[src/verilog/frog_pkg.sv]
`default_nettype none

package frog_pkg;

    typedef logic [9:0] coord_t;   // Screen x or y
    typedef logic [23:0] color_t;  // 8 bits each of R, G, B

    localparam int NUM_CARS = 10;
    localparam int NUM_LANES = 5;

    // Screen and sprite geometry
    localparam coord_t SCREEN_W = 10'd640;
    localparam coord_t SCREEN_H = 10'd480;
    localparam coord_t CAR_W = 10'd40;
    localparam coord_t CAR_H = 10'd20;
    localparam coord_t FROG_SIZE = 10'd15;
    localparam coord_t CAR_STEP = 10'd5;   // Pixels per traffic tick

    localparam coord_t FROG_START_X = 10'd320;
    localparam coord_t FROG_START_Y = 10'd451;
    localparam coord_t FROG_MIN_X = 10'd20;
    localparam coord_t FROG_MIN_Y = 10'd5;
    localparam coord_t FROG_MAX_X = 10'd620;
    localparam coord_t FROG_MAX_Y = 10'd460;
    localparam coord_t WIN_Y = 10'd30;     // Top band reached at or above this

    // Lane tops, bottom lane first; car i drives in lane i/2
    localparam coord_t LANE_Y [NUM_LANES] = '{10'd403, 10'd315, 10'd230, 10'd141, 10'd54};

    localparam coord_t CAR_START_X [NUM_CARS] = '{
        10'd0, 10'd300, 10'd20, 10'd340, 10'd10,
        10'd350, 10'd0, 10'd240, 10'd0, 10'd322
    };

    // Background bands, each road spans (top, bot]
    localparam coord_t SKY_BOT = 10'd35;
    localparam coord_t ROAD_TOP [NUM_LANES] = '{10'd35, 10'd123, 10'd211, 10'd299, 10'd387};
    localparam coord_t ROAD_BOT [NUM_LANES] = '{10'd79, 10'd167, 10'd255, 10'd343, 10'd431};

    localparam color_t SKY = 24'h00FFFF;
    localparam color_t ROAD = 24'h000000;
    localparam color_t MEDIAN = 24'hAAAAAA;
    localparam color_t FROG_COLOR = 24'h014820;
    localparam color_t WIN_COLOR = 24'h00FF00;
    localparam color_t LOSE_COLOR = 24'hFF0000;

    localparam color_t PINK = 24'hFFC0CB;
    localparam color_t BLUE = 24'h0000FF;
    localparam color_t RED = 24'hFF0000;
    localparam color_t ORANGE = 24'hFFA500;
    localparam color_t PURPLE = 24'h800080;
    localparam color_t YELLOW = 24'hFFFF00;

    localparam color_t CAR_COLOR [NUM_CARS] = '{
        PINK, BLUE, RED, ORANGE, ORANGE,
        PURPLE, PURPLE, ORANGE, PINK, YELLOW
    };

    typedef struct packed {
        logic up;
        logic down;
        logic left;
        logic right;
    } frog_keys_t;

    typedef struct packed {
        logic   valid;
        coord_t x;
        coord_t y;
    } pix_req_t;

    typedef struct packed {
        logic   valid;
        color_t color;
    } pix_resp_t;

    typedef coord_t [NUM_CARS-1:0] car_pos_t;

endpackage

`default_nettype wire

[src/verilog/car_traffic.sv]
`timescale 1ns/1ps
`default_nettype none

module car_traffic #(
    parameter int CAR_PERIOD = 1500000
) (
    input  wire logic         clk,
    input  wire logic         rst,
    output frog_pkg::car_pos_t car_x
);

    localparam int TW = $clog2(CAR_PERIOD + 1);

    logic [TW-1:0] timer;   // Cycles since the last traffic tick
    logic          tick;

    assign tick = (timer == TW'(CAR_PERIOD));

    always_ff @(posedge clk or negedge rst) begin
        if (!rst) begin
            timer <= '0;
        end else if (tick) begin
            timer <= '0;
        end else begin
            timer <= timer + 1'b1;
        end
    end

    // All cars move together, right only
    always_ff @(posedge clk or negedge rst) begin
        if (!rst) begin
            for (int i = 0; i < frog_pkg::NUM_CARS; i++) begin
                car_x[i] <= frog_pkg::CAR_START_X[i];
            end
        end else if (tick) begin
            for (int i = 0; i < frog_pkg::NUM_CARS; i++) begin
                if (car_x[i] >= frog_pkg::SCREEN_W) begin
                    car_x[i] <= '0;   // Off the right edge, back to the left
                end else begin
                    car_x[i] <= car_x[i] + frog_pkg::CAR_STEP;
                end
            end
        end
    end

    // Overshoot past the edge is at most one step
    for (genvar g = 0; g < frog_pkg::NUM_CARS; g++) begin : g_chk
        car_in_range: assert property (@(posedge clk) disable iff (!rst)
            car_x[g] <= frog_pkg::SCREEN_W + 10'd4);
    end

endmodule

`default_nettype wire

[src/verilog/frog_control.sv]
`timescale 1ns/1ps
`default_nettype none

module frog_control #(
    parameter int FROG_PERIOD = 800000
) (
    input  wire logic               clk,
    input  wire logic               rst,
    input  frog_pkg::frog_keys_t    keys,
    output frog_pkg::coord_t        frog_x,
    output frog_pkg::coord_t        frog_y,
    output logic                    win
);

    localparam int TW = $clog2(FROG_PERIOD + 1);

    logic [TW-1:0] timer;

    // Frog timer stalls once the game is won, freezing the frog
    always_ff @(posedge clk or negedge rst) begin
        if (!rst) begin
            timer <= '0;
            frog_x <= frog_pkg::FROG_START_X;
            frog_y <= frog_pkg::FROG_START_Y;
        end else if (!win) begin
            if (timer == TW'(FROG_PERIOD)) begin
                timer <= '0;
                // Opposite keys together: right and down take precedence
                if (keys.left && frog_x > frog_pkg::FROG_MIN_X) begin
                    frog_x <= frog_x - 1'b1;
                end
                if (keys.right && frog_x < frog_pkg::FROG_MAX_X) begin
                    frog_x <= frog_x + 1'b1;
                end
                if (keys.up && frog_y > frog_pkg::FROG_MIN_Y) begin
                    frog_y <= frog_y - 1'b1;
                end
                if (keys.down && frog_y < frog_pkg::FROG_MAX_Y) begin
                    frog_y <= frog_y + 1'b1;
                end
            end else begin
                timer <= timer + 1'b1;
            end
        end
    end

    always_ff @(posedge clk or negedge rst) begin
        if (!rst) begin
            win <= 1'b0;
        end else begin
            win <= (frog_y <= frog_pkg::WIN_Y);   // Top band reached
        end
    end

    frog_in_bounds: assert property (@(posedge clk) disable iff (!rst)
        frog_x >= frog_pkg::FROG_MIN_X && frog_x <= frog_pkg::FROG_MAX_X &&
        frog_y >= frog_pkg::FROG_MIN_Y && frog_y <= frog_pkg::FROG_MAX_Y);

endmodule

`default_nettype wire

[src/verilog/collision_detect.sv]
`timescale 1ns/1ps
`default_nettype none

module collision_detect (
    input  wire logic         clk,
    input  wire logic         rst,
    input  frog_pkg::car_pos_t car_x,
    input  frog_pkg::coord_t   frog_x,
    input  frog_pkg::coord_t   frog_y,
    output logic              game_over
);

    logic hit;

    // Frog's top-left corner against each car box
    always_comb begin
        hit = 1'b0;
        for (int i = 0; i < frog_pkg::NUM_CARS; i++) begin
            if (frog_x >= car_x[i] && frog_x < car_x[i] + frog_pkg::CAR_W &&
                frog_y + frog_pkg::FROG_SIZE >= frog_pkg::LANE_Y[i/2] &&
                frog_y < frog_pkg::LANE_Y[i/2] + frog_pkg::CAR_H) begin
                hit = 1'b1;
            end
        end
    end

    always_ff @(posedge clk or negedge rst) begin
        if (!rst) begin
            game_over <= 1'b0;
        end else if (hit) begin
            game_over <= 1'b1;   // Held until reset
        end
    end

    game_over_sticky: assert property (@(posedge clk) disable iff (!rst)
        game_over |=> game_over);

endmodule

`default_nettype wire

[src/verilog/pixel_painter.sv]
`timescale 1ns/1ps
`default_nettype none

module pixel_painter (
    input  wire logic          clk,
    input  wire logic          rst,
    input  frog_pkg::pix_req_t  pix_req,
    input  frog_pkg::car_pos_t  car_x,
    input  frog_pkg::coord_t    frog_x,
    input  frog_pkg::coord_t    frog_y,
    input  wire logic          win,
    input  wire logic          game_over,
    output frog_pkg::pix_resp_t pix_resp
);

    localparam int IDX_W = $clog2(frog_pkg::NUM_CARS);

    // Background classes
    localparam logic [1:0] BG_SKY = 2'd0;
    localparam logic [1:0] BG_ROAD = 2'd1;
    localparam logic [1:0] BG_MEDIAN = 2'd2;

    logic [1:0]       bg;
    logic             frog_hit;
    logic             car_hit;
    logic [IDX_W-1:0] car_idx;

    logic             s1_valid;
    logic [1:0]       s1_bg;
    logic             s1_frog_hit;
    logic             s1_car_hit;
    logic [IDX_W-1:0] s1_car_idx;
    logic             s1_win;
    logic             s1_game_over;

    logic                 resp_valid;
    frog_pkg::color_t     resp_color;

    always_comb begin
        bg = BG_MEDIAN;
        if (pix_req.y <= frog_pkg::SKY_BOT) begin
            bg = BG_SKY;
        end
        for (int b = 0; b < frog_pkg::NUM_LANES; b++) begin
            if (pix_req.y > frog_pkg::ROAD_TOP[b] && pix_req.y <= frog_pkg::ROAD_BOT[b]) begin
                bg = BG_ROAD;
            end
        end
    end

    assign frog_hit = pix_req.x >= frog_x && pix_req.x < frog_x + frog_pkg::FROG_SIZE &&
                      pix_req.y >= frog_y && pix_req.y < frog_y + frog_pkg::FROG_SIZE;

    // Later cars are drawn on top
    always_comb begin
        car_hit = 1'b0;
        car_idx = '0;
        for (int i = 0; i < frog_pkg::NUM_CARS; i++) begin
            if (pix_req.x >= car_x[i] && pix_req.x < car_x[i] + frog_pkg::CAR_W &&
                pix_req.y >= frog_pkg::LANE_Y[i/2] &&
                pix_req.y < frog_pkg::LANE_Y[i/2] + frog_pkg::CAR_H) begin
                car_hit = 1'b1;
                car_idx = IDX_W'(i);
            end
        end
    end

    // Stage 1
    always_ff @(posedge clk or negedge rst) begin
        if (!rst) begin
            s1_valid <= 1'b0;
        end else begin
            s1_valid <= pix_req.valid;
        end
    end

    always_ff @(posedge clk) begin
        s1_bg <= bg;
        s1_frog_hit <= frog_hit;
        s1_car_hit <= car_hit;
        s1_car_idx <= car_idx;
        s1_win <= win;
        s1_game_over <= game_over;
    end

    // Stage 2, end screens override the scene
    always_ff @(posedge clk or negedge rst) begin
        if (!rst) begin
            resp_valid <= 1'b0;
        end else begin
            resp_valid <= s1_valid;
        end
    end

    always_ff @(posedge clk) begin
        if (s1_game_over) begin
            resp_color <= frog_pkg::LOSE_COLOR;
        end else if (s1_win) begin
            resp_color <= frog_pkg::WIN_COLOR;
        end else if (s1_frog_hit) begin
            resp_color <= frog_pkg::FROG_COLOR;
        end else if (s1_car_hit) begin
            resp_color <= frog_pkg::CAR_COLOR[s1_car_idx];
        end else if (s1_bg == BG_SKY) begin
            resp_color <= frog_pkg::SKY;
        end else if (s1_bg == BG_ROAD) begin
            resp_color <= frog_pkg::ROAD;
        end else begin
            resp_color <= frog_pkg::MEDIAN;
        end
    end

    assign pix_resp.valid = resp_valid;
    assign pix_resp.color = resp_color;

endmodule

`default_nettype wire

[src/verilog/frog_game_top.sv]
`timescale 1ns/1ps
`default_nettype none

module frog_game_top #(
    parameter int CAR_PERIOD = 1500000,   // Cycles per traffic tick, minus one
    parameter int FROG_PERIOD = 800000    // Cycles per frog tick, minus one
) (
    input  wire logic          clk,
    input  wire logic          rst,
    input  frog_pkg::frog_keys_t keys,
    input  frog_pkg::pix_req_t  pix_req,
    output frog_pkg::pix_resp_t pix_resp,
    output logic               win,
    output logic               game_over
);

    frog_pkg::car_pos_t car_x;
    frog_pkg::coord_t   frog_x;
    frog_pkg::coord_t   frog_y;

    car_traffic #(.CAR_PERIOD(CAR_PERIOD)) traffic_i (
        .clk   (clk),
        .rst   (rst),
        .car_x (car_x)
    );

    frog_control #(.FROG_PERIOD(FROG_PERIOD)) frog_i (
        .clk    (clk),
        .rst    (rst),
        .keys   (keys),
        .frog_x (frog_x),
        .frog_y (frog_y),
        .win    (win)
    );

    collision_detect collide_i (
        .clk       (clk),
        .rst       (rst),
        .car_x     (car_x),
        .frog_x    (frog_x),
        .frog_y    (frog_y),
        .game_over (game_over)
    );

    pixel_painter painter_i (
        .clk       (clk),
        .rst       (rst),
        .pix_req   (pix_req),
        .car_x     (car_x),
        .frog_x    (frog_x),
        .frog_y    (frog_y),
        .win       (win),
        .game_over (game_over),
        .pix_resp  (pix_resp)
    );

endmodule

`default_nettype wire

[config.mk]
export PLATFORM = sky130hd
export DESIGN_NAME = frog_game_top
export DESIGN_NICKNAME = d
export VERILOG_FILES = /design/src/verilog/frog_pkg.sv /design/src/verilog/car_traffic.sv /design/src/verilog/frog_control.sv /design/src/verilog/collision_detect.sv /design/src/verilog/pixel_painter.sv /design/src/verilog/frog_game_top.sv
export SDC_FILE = /design/constraint.sdc
export NUM_CORES = 1
export LEC_CHECK = 0
export ABC_AREA = 1
export BUFFER_PORTS_ARGS = -buffer_cell sky130_fd_sc_hd__buf_2
export CAP_MARGIN = 5
export CORE_MARGIN = 8
export CORE_UTILIZATION = 40
export CTS_BUF_LIST = sky130_fd_sc_hd__clkbuf_4 sky130_fd_sc_hd__clkbuf_8 sky130_fd_sc_hd__clkbuf_16
export CTS_CLUSTER_DIAMETER = 80
export DETAILED_ROUTE_END_ITERATION = 8
export PLACE_DENSITY = 0.6
export RECOVER_POWER = 100
export SYNTH_ARGS = -nofsm -noshare
export SYNTH_HDL_FRONTEND = slang
export SYNTH_SLANG_ARGS = --single-unit
[constraint.sdc]
create_clock -name clk -period 4.3 [get_ports clk]
set_input_delay 0.645 -clock clk [delete_from_list [all_inputs] [get_ports clk]]
set_output_delay 0.645 -clock clk [all_outputs]
set_load 0.1 [all_outputs]
# Yosys cells after proc, flatten, opt, wreduce, memory -nomap -nowiden
# Memories as Yosys holds them, arrays and structs flattened.
# Cells that the tools add are included.
[totals]
register_bits = 199
latch_bits = 0
ramBits = 0
mem_bits_ro = 384
input_bits = 27
out_inout_bits = 27
elab_cells = 278
mem_count = 1
[memory_table]
columns = ["memory", "words", "width", "rd", "rd_ports_with_merged_regs", "write_ports", "line", "source"]
rows = [
  ["(no name shown)", 16, 24, 1, 0, 0, "pixel_painter.sv:103", "resp_color <= frog_pkg::CAR_COLOR[s1_car_idx];"],
]
[op_classes]
add_sub_neg = 28
n_mul = 0
n_div = 0
order_cmp = 91
eq_ne = 3
shifts = 0
mux = 43
n_bitwise = 2
reduce_logical = 82
[ops]
columns = ["cell", "count"]
rows = [
  ["$ge A10 B10 Y1", 22],
  ["$lt A10 B10 Y1", 22],
  ["$mux W24", 7],
  ["$mux W10", 14],
  ["$add A10 B3 Y10 const B", 10],
  ["$add A10 B6 Y10 const B", 10],
  ["$ge A10 B10 Y1 const B", 10],
  ["$logic_and A1 B1 Y1", 72],
  ["$lt A10 B9 Y1 const B", 5],
  ["$ge A10 B8 Y1 const B", 4],
  ["$ge A10 B9 Y1 const B", 4],
  ["$lt A10 B8 Y1 const B", 4],
  ["$add A21 B1 Y21 const B", 1],
  ["$eq A21 B21 Y1 const B", 1],
  ["$mux W21", 1],
  ["$add A10 B1 Y10 const B", 2],
  ["$add A10 B4 Y10 const B", 2],
  ["$add A20 B1 Y20 const B", 1],
  ["$eq A20 B20 Y1 const B", 1],
  ["$ge A10 B6 Y1 const B", 2],
  ["$gt A10 B9 Y1 const B", 2],
  ["$le A10 B8 Y1 const B", 2],
  ["$le A10 B9 Y1 const B", 2],
  ["$lt A10 B7 Y1 const B", 2],
  ["25 further kinds", 46],
]

# Depth between registers and ports, before layout
# Gate-level depths: netlist (run 1).
[logic_depth]
word_depth = 15
mapped_depth = 18
mapped_depth_nobuf = 18

# By module
# From an unflattened synthesis (run 1), not the netlist that was laid out.
[hier_totals]
hier_cells = 3676
area_unflattened_um2 = 24471.0
[modules_own_cells]
columns = ["mod", "instances", "cells_per_inst", "area_each_um2", "seq_area_each_um2"]
rows = [
  ["pixel_painter", 1, 1236, 8018.9, 570.5],
  ["car_traffic", 1, 1023, 7360.8, 3059.2],
  ["collision_detect", 1, 982, 5998.3, 25.0],
  ["frog_control", 1, 435, 3093.0, 1034.7],
]

# Worst setup path after synthesis (run 1)
# OpenSTA, ideal clock, no wires.
[synth_timing]
path_type = "reg-to-reg"
from = "reg frog_i.frog_x[5]"
to = "reg frog_i.frog_x[7]"
setup_ps = 121
arrival_ps = 2696
required_ps = 4179
path_slack_ps = 1483
path_stages_with_launch = 17
n_path_buf = 0
cell_sequence = "dfrtp_1 > nand2_1 > o21ai_0 > nand2_1 > nand2_1 > ha_1 > a21o_1 > nand3_1 > nand2_1 > a21oi_1 > nor2_1 > o21ai_0 > nand2_1 > nand2_1 > nand3_1 > o21ai_0 > inv_1"
[synth_between]
elab_chain_len = 4
elab_cells_between_ends = 10
classes_between = "2 x add/sub; 2 x order compare; 2 x mux; 4 x reduce/logical"
[synth_rtl]
columns = ["item", "line", "source"]
rows = [
  ["start, declared", "frog_control.sv:10", "output frog_pkg::coord_t frog_x,"],
  ["start signal, assigned", "frog_control.sv:23", "frog_x <= frog_pkg::FROG_START_X;"],
  ["start signal, assigned", "frog_control.sv:30", "frog_x <= frog_x - 1'b1;"],
  ["start signal, assigned", "frog_control.sv:33", "frog_x <= frog_x + 1'b1;"],
  ["$lt A10 B10 Y1 or $gt A10 B5 Y1 (tied branches)", "frog_control.sv:32, frog_control.sv:29", ""],
  ["$logic_and A1 B1 Y1 (on tied branches)", "frog_control.sv:32, frog_control.sv:29", ""],
  ["$reduce_bool A2 Y1 (no source line)", "--", ""],
  ["$reduce_and A3 Y1 (no source line)", "--", ""],
]
# Several ways; a longest one is shown, not always the timed one. The select of a mux whose other input is x is not followed.
# A chain may end at the register's enable or synchronous reset.

# Worst setup path in the final report (run 1)
[layout_timing]
from = "reg traffic_i.timer[0]"
to = "reg traffic_i.car_x[79] in the netlist's numbering"
[layout_between]
elab_chain_len = 1
[layout_rtl]
columns = ["item", "line", "source"]
rows = [
  ["start, declared", "car_traffic.sv:14", "logic [TW-1:0] timer;"],
  ["start signal, assigned", "car_traffic.sv:25", "timer <= timer + 1'b1;"],
  ["$eq A21 B21 Y1", "car_traffic.sv:17", "assign tick = (timer == TW'(CAR_PERIOD));"],
  ["end signal, assigned by index", "car_traffic.sv:33", "car_x[i] <= frog_pkg::CAR_START_X[i];"],
  ["end signal, assigned by index", "car_traffic.sv:40", "car_x[i] <= car_x[i] + frog_pkg::CAR_STEP;"],
  ["end, declared", "car_traffic.sv:9", "output frog_pkg::car_pos_t car_x"],
]
# No other way between the ends.

==> results_dict.tcl, run 1 <==
set metrics [dict create \
    status "finished clean" \
    hpwl_mm 46.79 \
    syn_area_um2 21040 \
    leakagePower_nw 10.67 \
    syn_to_final_growth_pct 7.547 \
    synthTopCellsByCount "nand2_1 (542), ha_1 (422), inv_1 (379)" \
    vias 19903 \
    crit_path_max_fanout 38 \
    cts_setup_buffers 0 \
    startpoint_type "flop" \
    drc 0 \
    drtAntennaViolNets 0 \
    yosysTopAreaCellShare_pct 25.10 \
    clock_path_buffers 2 \
    grt_pass1_wl_mm 101.8 \
    core_um2 52240 \
    drv_slew 0 \
    total_power_w 0.004373 \
    hp-class "input port to async pin" \
    worstSetupStartpoint "traffic_i.timer[0]" \
    synth_edf_count 0 \
    htree_levels 4 \
    synth_area_per_cell_um2 7.235 \
    first_iter_violations 1293 \
    die_x_um 245.3 \
    grt_max_degree 72 \
    worst_slew_pin_slew_ps 1400 \
    skew_ps 18.53 \
    crit_arrival_ps 3810 \
    wl_met3_mm 2.652 \
    ys_warn_count 0 \
    max_cap_viol_count 0 \
    syn-num-nets 3359 \
    finalHoldViolCount 0 \
    pin_count 54 \
    cts_made_buffers 17 \
    final_nets 3419 \
    synthCells 2908 \
    cts_hold_repair.buffers 0 \
    root_buffer "clkbuf_16" \
    place.gp.congestion 0.9345 \
    grt_usage_pct 20.98 \
    r2r_slack_ps 910 \
    critPathKind "flop to flop" \
    finalWirelength_mm 63.04 \
    ys_async_sr_fraction_pct 86.39 \
    period_needed_ps 3389 \
    finalSetupTns_ps 0 \
    fin_crit_sh_pct 78.82 \
    synth_flop_cell "dfrtp_1" \
    highest-signal-layer "met4" \
    worstPathRequired_ps 4720 \
    clock_sinks 191 \
    peakVddDrop_uv 324.7 \
    port_buffers 53 \
    dr.pass1.iters 6 \
    dr_wl_met2_mm 29.75 \
    tritoncts "yes" \
    grt_pass1_vias 19728 \
    drt-met1-wl_mm 28.76 \
    path_clk_slew_ps 90 \
    cp-endpoint "traffic_i.car_x[79]" \
    yosysSeqAreaShare_pct 22.29 \
    cts-resized-gates 0 \
    antenna-diode-count 0 \
    reg2reg_depth 11 \
    start_util_pct 40.28 \
    cp-end-kind "flop" \
    ys_top_cells_by_area "ha_1 (25%), dfrtp_1 (16%), nand2_1 (9.7%)" \
    die_h_um 245.3 \
    wl_per_cell_um 17.18 \
    r2r_start "traffic_i.timer[0]" \
    gr-total-overflow 0 \
    slew_headroom_pct 6.657 \
    yosysUniqueCellTypes 56 \
    drive_gt1_share_pct 3.891 \
    clk_latency_ps 510 \
    rsz0062_at_grt "false" \
    rows 84 \
    yosys.area.top_type "ha_1" \
    viasPerCell 5.425 \
    antenna_found_initial 0 \
    max_freq_ghz 0.2950 \
    p_per_area_nw_per_um2 193.3 \
    die-area_um2 60190 \
    r2r-end "traffic_i.car_x[79]" \
    ys_ff_latch 191 \
    yosysMostFrequentCell "nand2_1" \
    finalSetupViolations 0 \
    n_fill_cell 5336 \
]
-- cell type report --
type | instances | area [um2] | share of cell area (%)
Clock inverter | 14 | 163.9 | 0.7244
Multi-Input combinational cell | 2301 | 14670 | 64.84
Clock buffer | 18 | 432.9 | 1.913
Timing Repair Buffer | 70 | 355.3 | 1.570
Sequential cell | 191 | 4690 | 20.73
Tap cell | 688 | 860.8 | 3.804
Inverter | 387 | 1453 | 6.420
-- metal layers --
metal,vias up,global-route usage (%)
met1,9328,26.75
met5,-,0
li1,10041,-
met4,0,7.613
met3,114,2.845
met2,420,35.89
-- worst min-delay path by stage --
stage | startpoint | end | slack, ps | cells past startpoint
6_report | rst | traffic_i.car_x[35] | 140 | 1
5_1_grt | rst | traffic_i.car_x[35] | 200 | 1
4_1_cts | rst | traffic_i.car_x[35] | 150 | 1
3_5_place_dp | painter_i.s1_valid | painter_i.resp_valid | 340 | 0
3_3_place_gp | painter_i.s1_valid | painter_i.resp_valid | 330 | 0
2_1_floorplan | painter_i.s1_valid | painter_i.resp_valid | 330 | 0
-- worst max-delay path, stage by stage, from the launching register on --
cell and delay, ps:
dfrtp_1 420, inv_1 70, ha_1 170, nand4_1 150, nor3_1 240, nand3_2 130
clkbuf_1 380, clkbuf_2 680, nor2_1 350, nand4_1 240, o21ai_0 220, nor3b_2 190
-- stage by stage --
step | instances | hold WS [ps] | area (um2) | util [%] | setup slack, ps
floorplan | 2908 | 331.2 | 21040 | - | 1483
CTS | 3669 | 148.1 | 22740 | 43.53 | 1198
finish | 3669 | 137.6 | 22630 | 43.32 | 910.5
detailed placement | 3637 | 343.3 | 22140 | 42.38 | 1218
global route | 3669 | 195.9 | 22630 | 43.32 | 642.9
global placement | 3637 | 332.4 | 22140 | 42.38 | 1368
-- sequential cells by signal, summed over array words and instances (netlist names), 2 cells and up --
signal	cells
frog_i.timer	20
painter_i.resp_color	16
frog_i.frog_x	10
painter_i.s1_car_idx	4
painter_i.s1_bg	2
traffic_i.car_x	100
traffic_i.timer	21
frog_i.frog_y	10
-- layout by cell type (no fill, tap or decap), types with 31 or more instances in the layout --
| cell | n |
|---|---|
| ha_1 | 422 |
| nand3_1 | 142 |
| nor2_1 | 276 |
| clkbuf_1 | 33 |
| o21a_1 | 31 |
| dfrtp_1 | 133 |
| xor2_1 | 97 |
| a21oi_1 | 274 |
| nor3_1 | 83 |
| nand2_1 | 544 |
| nand4_1 | 76 |
| o21ai_0 | 169 |
| inv_1 | 381 |
-- report_power, final --
group / switching (W) / leakage (nW) / internal, W
clock: 0.000874 / 0.295 / 0.000788
combinational: 0.000680 / 8.02 / 0.000179
sequential: 0.0000197 / 2.36 / 0.00183
-- logic make-up (layout without fill, tap and decap cells) --
family                     Yosys count  after routing  share of synthesized area [%]
xor gates and xnor gates           104            104                          4.329
AOI/OAI and AO/OA                  571            571                          15.10
and+or+nand+nor                   1202           1202                          25.27
adders and majority gates          424            424                          25.29
DFF                                191            191                          22.29
buffers and inverters              416            489                          7.725
No activity file was read; power rests on OpenSTA's default activity.
==> run 2, diff against run 1 <==
ABC_AREA = 0   (was 1)
PLACE_DENSITY = 0.62   (was 0.6)
clock period = 2.9 ns   (was 4.3 ns; I/O delays follow)
==> run 2 against run 1 <==
Against the previous run:
- the run now ends with max-capacitance violations, max-slew violations left
- sequential cell count is the same
- synthesized cell count fell by 20%
- setup slack got worse by 870 ps
- sequential power up 46%
- synthesized area down 7.3%
- die area down 6.9%
- wire length decreased by 13%
- largest power group unchanged
==> results_dict.tcl, run 2 <==
set metrics [dict create \
    status "complete, but fails checks" \
    violations "max-capacitance violations, max-slew violations" \
    antenna_found_initial 0 \
    met2_usage_pct 33.05 \
    slowest_delay_ps 570 \
    drive_gt1_share_pct 12.25 \
    synthCells 2337 \
    ys_warn_count 0 \
    cts_made_buffers 17 \
    fin_crit_sh_pct 98.77 \
    core_um2 48550 \
    grt_pass1_wl_mm 90.00 \
    crit_buf_inv 0 \
    max_cap_viol_count 1 \
    regArea_um2 4700 \
    grt_max_degree 92 \
    grt_pass1_vias 17465 \
    path_cells "a21oi_2 > xnor2_2 > ha_2 > nor4_2 > nor3_1 > a21o_1 > maj3_2 > a221oi_4 > a21oi_4 > o41ai_2 > nand4b_1" \
    dr.pass1.iters 5 \
    drc 0 \
    switchingPower_w 0.001979 \
    r2r_start "traffic_i.car_x[24]" \
    port_buffers 53 \
    worst_slew_pin_slew_ps 2033 \
    p_seq_share_pct 43.7 \
    die_h_um 236.8 \
    yosysUniqueCellTypes 77 \
    startpoint_type "flop" \
    synth_edf_count 0 \
    use_met1_pct 25.06 \
    clock_sinks 191 \
    yosysMostFrequentCell "ha_1" \
    cp-endpoint "collide_i.game_over" \
    final_cell_mix "ha_1 (417), o21ai_0 (262), a21oi_1 (190)" \
    crit_path_max_fanout 4 \
    skew_ps 13.64 \
    mostFrequentLayoutCell "ha_1" \
    p_clk_share_pct 41.7 \
    rows 81 \
    clock_path_buffers 2 \
    rsz0062_at_grt "true" \
    combPwrFrac_pct 14.6 \
    syn_to_final_growth_pct 14.54 \
    max_freq_ghz 0.3491 \
    hp-class "input port to flop" \
    period_needed_ps 2864 \
    crit_arrival_ps 3310 \
    p_per_area_nw_per_um2 276.9 \
    dp_cells 3096 \
    top_regs "traffic_i.car_x (100), traffic_i.timer (21), frog_i.timer (20)" \
    final_nets 2952 \
    place.gp.congestion 0.9120 \
    hold_slack_ps 294.3 \
    viasPerCell 5.657 \
    worstSetupStartpoint "traffic_i.car_x[24]" \
    synthTopCellsByCount "ha_1 (422), o21ai_0 (267), a21oi_1 (200)" \
    reg2reg_depth 11 \
    finalHoldViolCount 0 \
    ys_ff_latch 191 \
    crit_family "compound AO/OA/AOI/OAI gates" \
    synth_area_per_cell_um2 8.343 \
    setup_ws_ps 35.61 \
    drtAntennaViolNets 0 \
    peakVddDrop_uv 450.4 \
    htree_levels 4 \
    r2r-end "collide_i.game_over" \
    antenna-diode-count 0 \
    start_util_pct 40.16 \
    slew_headroom_pct -35.52 \
    swShare_pct 32.00 \
    clk_latency_ps 520 \
    drv_slew 31 \
    grt_usage_pct 19.70 \
    vias 17741 \
    hpwl_mm 42.28 \
    syn_area_um2 19500 \
    ys_async_sr_fraction_pct 86.39 \
    critPathKind "flop to flop" \
    syn-num-nets 2788 \
    pin_count 54 \
    hold_depth 2 \
    wl_per_cell_um 17.57 \
    regMostFlops "traffic_i.car_x" \
    die-area_um2 56060 \
    finalSetupViolations 0 \
    dp_worst_setup_slack_ps -249.0 \
    tritoncts "yes" \
    first_iter_violations 1038 \
    largest_register_ffs 100 \
    top_usage_layer "met2" \
    yosys.area.top_type "ha_1" \
    post_dp_cell_area_um2 21480 \
    multi_input_area_um2 14040 \
    r2r_slack_ps 40 \
    die_x_um 236.8 \
    n_fill_cell 4686 \
    met3_usage_pct 3.464 \
    cp-end-kind "flop" \
    fin_cells 3136 \
    gr-total-overflow 0 \
    finalWirelength_mm 55.09 \
    yosysTopAreaCellShare_pct 27.08 \
    ys_top_cells_by_area "ha_1 (27%), dfrtp_1 (17%), o21ai_0 (6.9%)" \
    root_buffer "clkbuf_16" \
    yosysSeqAreaShare_pct 24.05 \
    path_clk_slew_ps 80 \
    synth_flop_cell "dfrtp_1" \
    intPower_w 0.004205 \
    stdcell_area_um2 22330 \
    worstPathRequired_ps 3340 \
    crit_slowest_cell "dfstp_2" \
    leakagePower_nw 9.558 \
    crit_cells 11 \
]
run 2: what timing repair did:
item                                    CTS  global route
pin swaps                                 5            20
hold buffers                              2             0
setup buffers                             0             6
endpoints found under the setup margin    2            11
gates resized for setup                   9            47
endpoints found under the hold margin    27             0
run 2: worst min-delay path by stage:
stage	from	end
final	pix_req[9]	painter_i.s1_bg[0]
after global routing	pix_req[9]	painter_i.s1_bg[0]
after CTS	pix_req[9]	painter_i.s1_bg[0]
after detailed placement	painter_i.s1_valid	painter_i.resp_valid
after global placement	painter_i.s1_valid	painter_i.resp_valid
after floorplan	rst	collide_i.game_over
run 2: cell type report:
cell class | instances | area share [%]
clock buffer | 18 | 1.938
multi-input combinational | 1893 | 62.85
inverter | 187 | 3.154
timing repair buffer | 211 | 6.656
sequential | 191 | 21.04
tap | 622 | 3.485
clock inverter | 14 | 0.8684
run 2: worst register-to-register path: cells and delay by family (launching register included):
family | cells | cell delay, ps
compound gates | 5 | 1020
simple gates | 3 | 520
xor+xnor | 1 | 160
fa+ha+maj | 2 | 550
flops | 1 | 570
run 2: logic make-up after synthesis:
| group | share of synthesized area [%] |
|---|---|
| xor gates and xnor gates | 5.211 |
| muxes | 0.1155 |
| DFF | 24.05 |
| adders and majority gates | 27.76 |
| and+or+nand+nor | 15.74 |
| buffers and inverters | 5.211 |
| AOI/OAI and AO/OA | 21.91 |
run 2: per-layer routing:
metal / vias up / share of wire [%]
li1: 8783 / -
met1: 8493 / 46
met2: 379 / 47
met3: 86 / 4.6
met4: 0 / 2.6
met5: - / 0
run 2: power groups by stage:
stage,logic (W),clock network [W],registers (W)
after global placement,0.000888,0,0.00275
after detailed placement,0.000908,0,0.00275
final,0.000904,0.00258,0.00270
after global routing,0.000994,0.00276,0.00271
after floorplan,0.000424,0,0.00292
after CTS,0.000916,0.00269,0.00270
run 2: through the flow:
stage / total power, W / utilization, % / setup TNS (ps)
final: 0.006185 / 46.00 / 0
after global routing: 0.006460 / 46.00 / -316.7
after CTS: 0.006302 / 45.68 / 0
after detailed placement: 0.003661 / 44.25 / -356.1
after global placement: 0.003639 / 44.25 / -199.9
after floorplan: 0.003345 / - / -63.62
==> run 3, diff against run 2 <==
GPL_TIMING_DRIVEN = 0   (was not set)
==> run 3 against run 2 <==
Against the previous run:
- the run ends with negative setup slack left
- clock skew grew 1.8 ps
- sequential cell count is the same
- maximum frequency decreased by 1.5%
- largest power group unchanged
==> results_dict.tcl, run 3 (synthesis results as in run 2) <==
set metrics [dict create \
    hpwl_mm 39.48 \
    tritoncts "yes" \
    top_regs "traffic_i.car_x (100), traffic_i.timer (21), frog_i.timer (20)" \
    dp_cells 3014 \
    status "complete, but fails checks" \
    wl_met3_mm 3.601 \
    hp-class "input port to flop" \
    drc 0 \
    hold_path.startpoint "pix_req[9]" \
    crit_top_cell "xnor2_1" \
    clock_sinks 191 \
    root_buffer "clkbuf_16" \
    first_iter_violations 1312 \
    dp_worst_setup_slack_ps -933.7 \
    antenna_found_initial 0 \
    viasPerCell 5.775 \
    wl_per_cell_um 19.25 \
    violations "negative setup slack" \
    worstPathRequired_ps 3290 \
    cts_made_buffers 17 \
    finalSetupViolations 1 \
    final_nets 2929 \
    die_h_um 236.8 \
    holdPathEnd "painter_i.s1_bg[0]" \
    r2r-end "frog_i.frog_x[9]" \
    gr-total-overflow 0 \
    stdcell_area_um2 22280 \
    clock_path_buffers 2 \
    fin_crit_sh_pct 100.3 \
    grt_max_degree 90 \
    critPathKind "flop to flop" \
    grt_usage_pct 21.04 \
    rsz0062_at_grt "true" \
    path_cells "buf_12 > nor2_4 > o31ai_2 > a21boi_2 > inv_2 > ha_1 > a21oi_2 > nor2b_1 > o21a_1 > o22a_1 > a211oi_2 > xnor2_1 > nor2_1 > xnor2_1" \
    max_freq_ghz 0.3438 \
    finalWirelength_mm 59.94 \
    skew_ps 15.45 \
    crit_family "compound AO/OA/AOI/OAI gates" \
    dr_wl_met2_mm 27.41 \
    dr.pass1.iters 5 \
    grt_pass1_wl_mm 93.78 \
    peakVddDrop_uv 439.0 \
    period_needed_ps 2909 \
    max_cap_viol_count 0 \
    hold_depth 2 \
    slowest_delay_ps 490 \
    fin_cells 3113 \
    setup_ws_ps -8.872 \
    crit_path_max_fanout 10 \
    crit_buf_inv 2 \
    worstSetupStartpoint "frog_i.frog_x[8]" \
    leakagePower_nw 9.351 \
    mostFrequentLayoutCell "ha_1" \
    rows 81 \
    highest-signal-layer "met4" \
    syn_to_final_growth_pct 14.27 \
    clk_latency_ps 510 \
    path_clk_slew_ps 80 \
    crit_arrival_ps 3300 \
    crit_slowest_cell "dfstp_4" \
    largest_register_ffs 100 \
    worst_slew_pin_slew_ps 1349 \
    die-area_um2 56060 \
    place.gp.congestion 0.8714 \
    drtAntennaViolNets 0 \
    vias 17978 \
    regMostFlops "traffic_i.car_x" \
    post_dp_cell_area_um2 20610 \
    drv_slew 0 \
    final_cell_mix "ha_1 (414), o21ai_0 (260), a21oi_1 (188)" \
    finalHoldViolCount 0 \
    reg2reg_depth 14 \
    r2r_slack_ps -9 \
    pin_count 54 \
    p_per_area_nw_per_um2 277.4 \
    drt-met1-wl_mm 26.74 \
    slew_headroom_pct 10.04 \
    htree_levels 4 \
    r2r_start "frog_i.frog_x[8]" \
    drive_gt1_share_pct 11.88 \
    cp-end-kind "flop" \
    core_um2 48550 \
    start_util_pct 40.16 \
    port_buffers 53 \
    grt_pass1_vias 17193 \
    hold_slack_ps 282.6 \
    antenna-diode-count 0 \
    startpoint_type "flop" \
    die_x_um 236.8 \
]
run 3: cell count changes in the layout (fill, tap and decap cells not counted), moves of 6 or more:
| cell | previous run | this run |
|---|---|---|
| dfrtp_4 | 0 | 7 |
| buf_2 | 24 | 33 |
| buf_4 | 137 | 74 |
| buf_8 | 0 | 6 |
| clkbuf_1 | 36 | 57 |
run 3: area by class of cell:
cell class	count	area, um2
sequential	191	4727
clock buffer	18	439.2
timing repair buffer	128	893.4
multi-input combinational	1893	14210
inverter	187	718.2
clock inverter	14	181.4
tap	622	778.2
buffer	60	332.8
fill	4715	26270
run 3: power by group:
part	switching, W	internal (W)	leakage, nW
sequential	0.0000148	0.00269	2.33
combinational	0.000645	0.000246	6.72
clock	0.00132	0.00127	0.303
run 3: worst max path at each step:
stage / to / slack, ps / cells past startpoint
floorplan: frog_i.frog_x[9] / -60 / 14
global route: frog_i.frog_x[9] / -130 / 14
CTS: frog_i.frog_x[9] / -70 / 15
finish: frog_i.frog_x[9] / -9 / 14
detailed placement: frog_i.frog_x[9] / -930 / 13
global placement: frog_i.frog_x[3] / -1700 / 1
run 3: timing repair:
| action | CTS | global route |
|---|---|---|
| hold endpoints to repair | 60 | 0 |
| buffers inserted | 41 | 30 |
| hold buffers | 2 | 0 |
| pin swaps | 15 | 35 |
| endpoints found under the setup margin | 89 | 76 |
| resized for setup | 63 | 64 |
| cloned | 0 | 0 |
run 3: worst reg2reg max path, stage by stage, from the launching register on:
cell	delay (ps)
dfstp_4	490
buf_12	160
nor2_4	100
o31ai_2	80
a21boi_2	220
inv_2	110
ha_1	350
a21oi_2	180
nor2b_1	60
o21a_1	180
o22a_1	210
a211oi_2	270
xnor2_1	160
nor2_1	80
xnor2_1	150
run 3: through the flow:
step	total power (W)	utilization (%)	TNS [ps]
global placement	0.003598	42.37	-234110
global route	0.006445	45.90	-1267
CTS	0.006246	44.98	-68.30
finish	0.006181	45.90	-8.872
detailed placement	0.003627	42.46	-32690
floorplan	0.003345	-	-63.62
run 3: routing by layer:
metal | global-route usage [%] | up-vias
li1 | - | 8735
met1 | 27.17 | 8601
met2 | 34.11 | 527
met3 | 4.255 | 115
met4 | 8.425 | 0
met5 | 0 | -
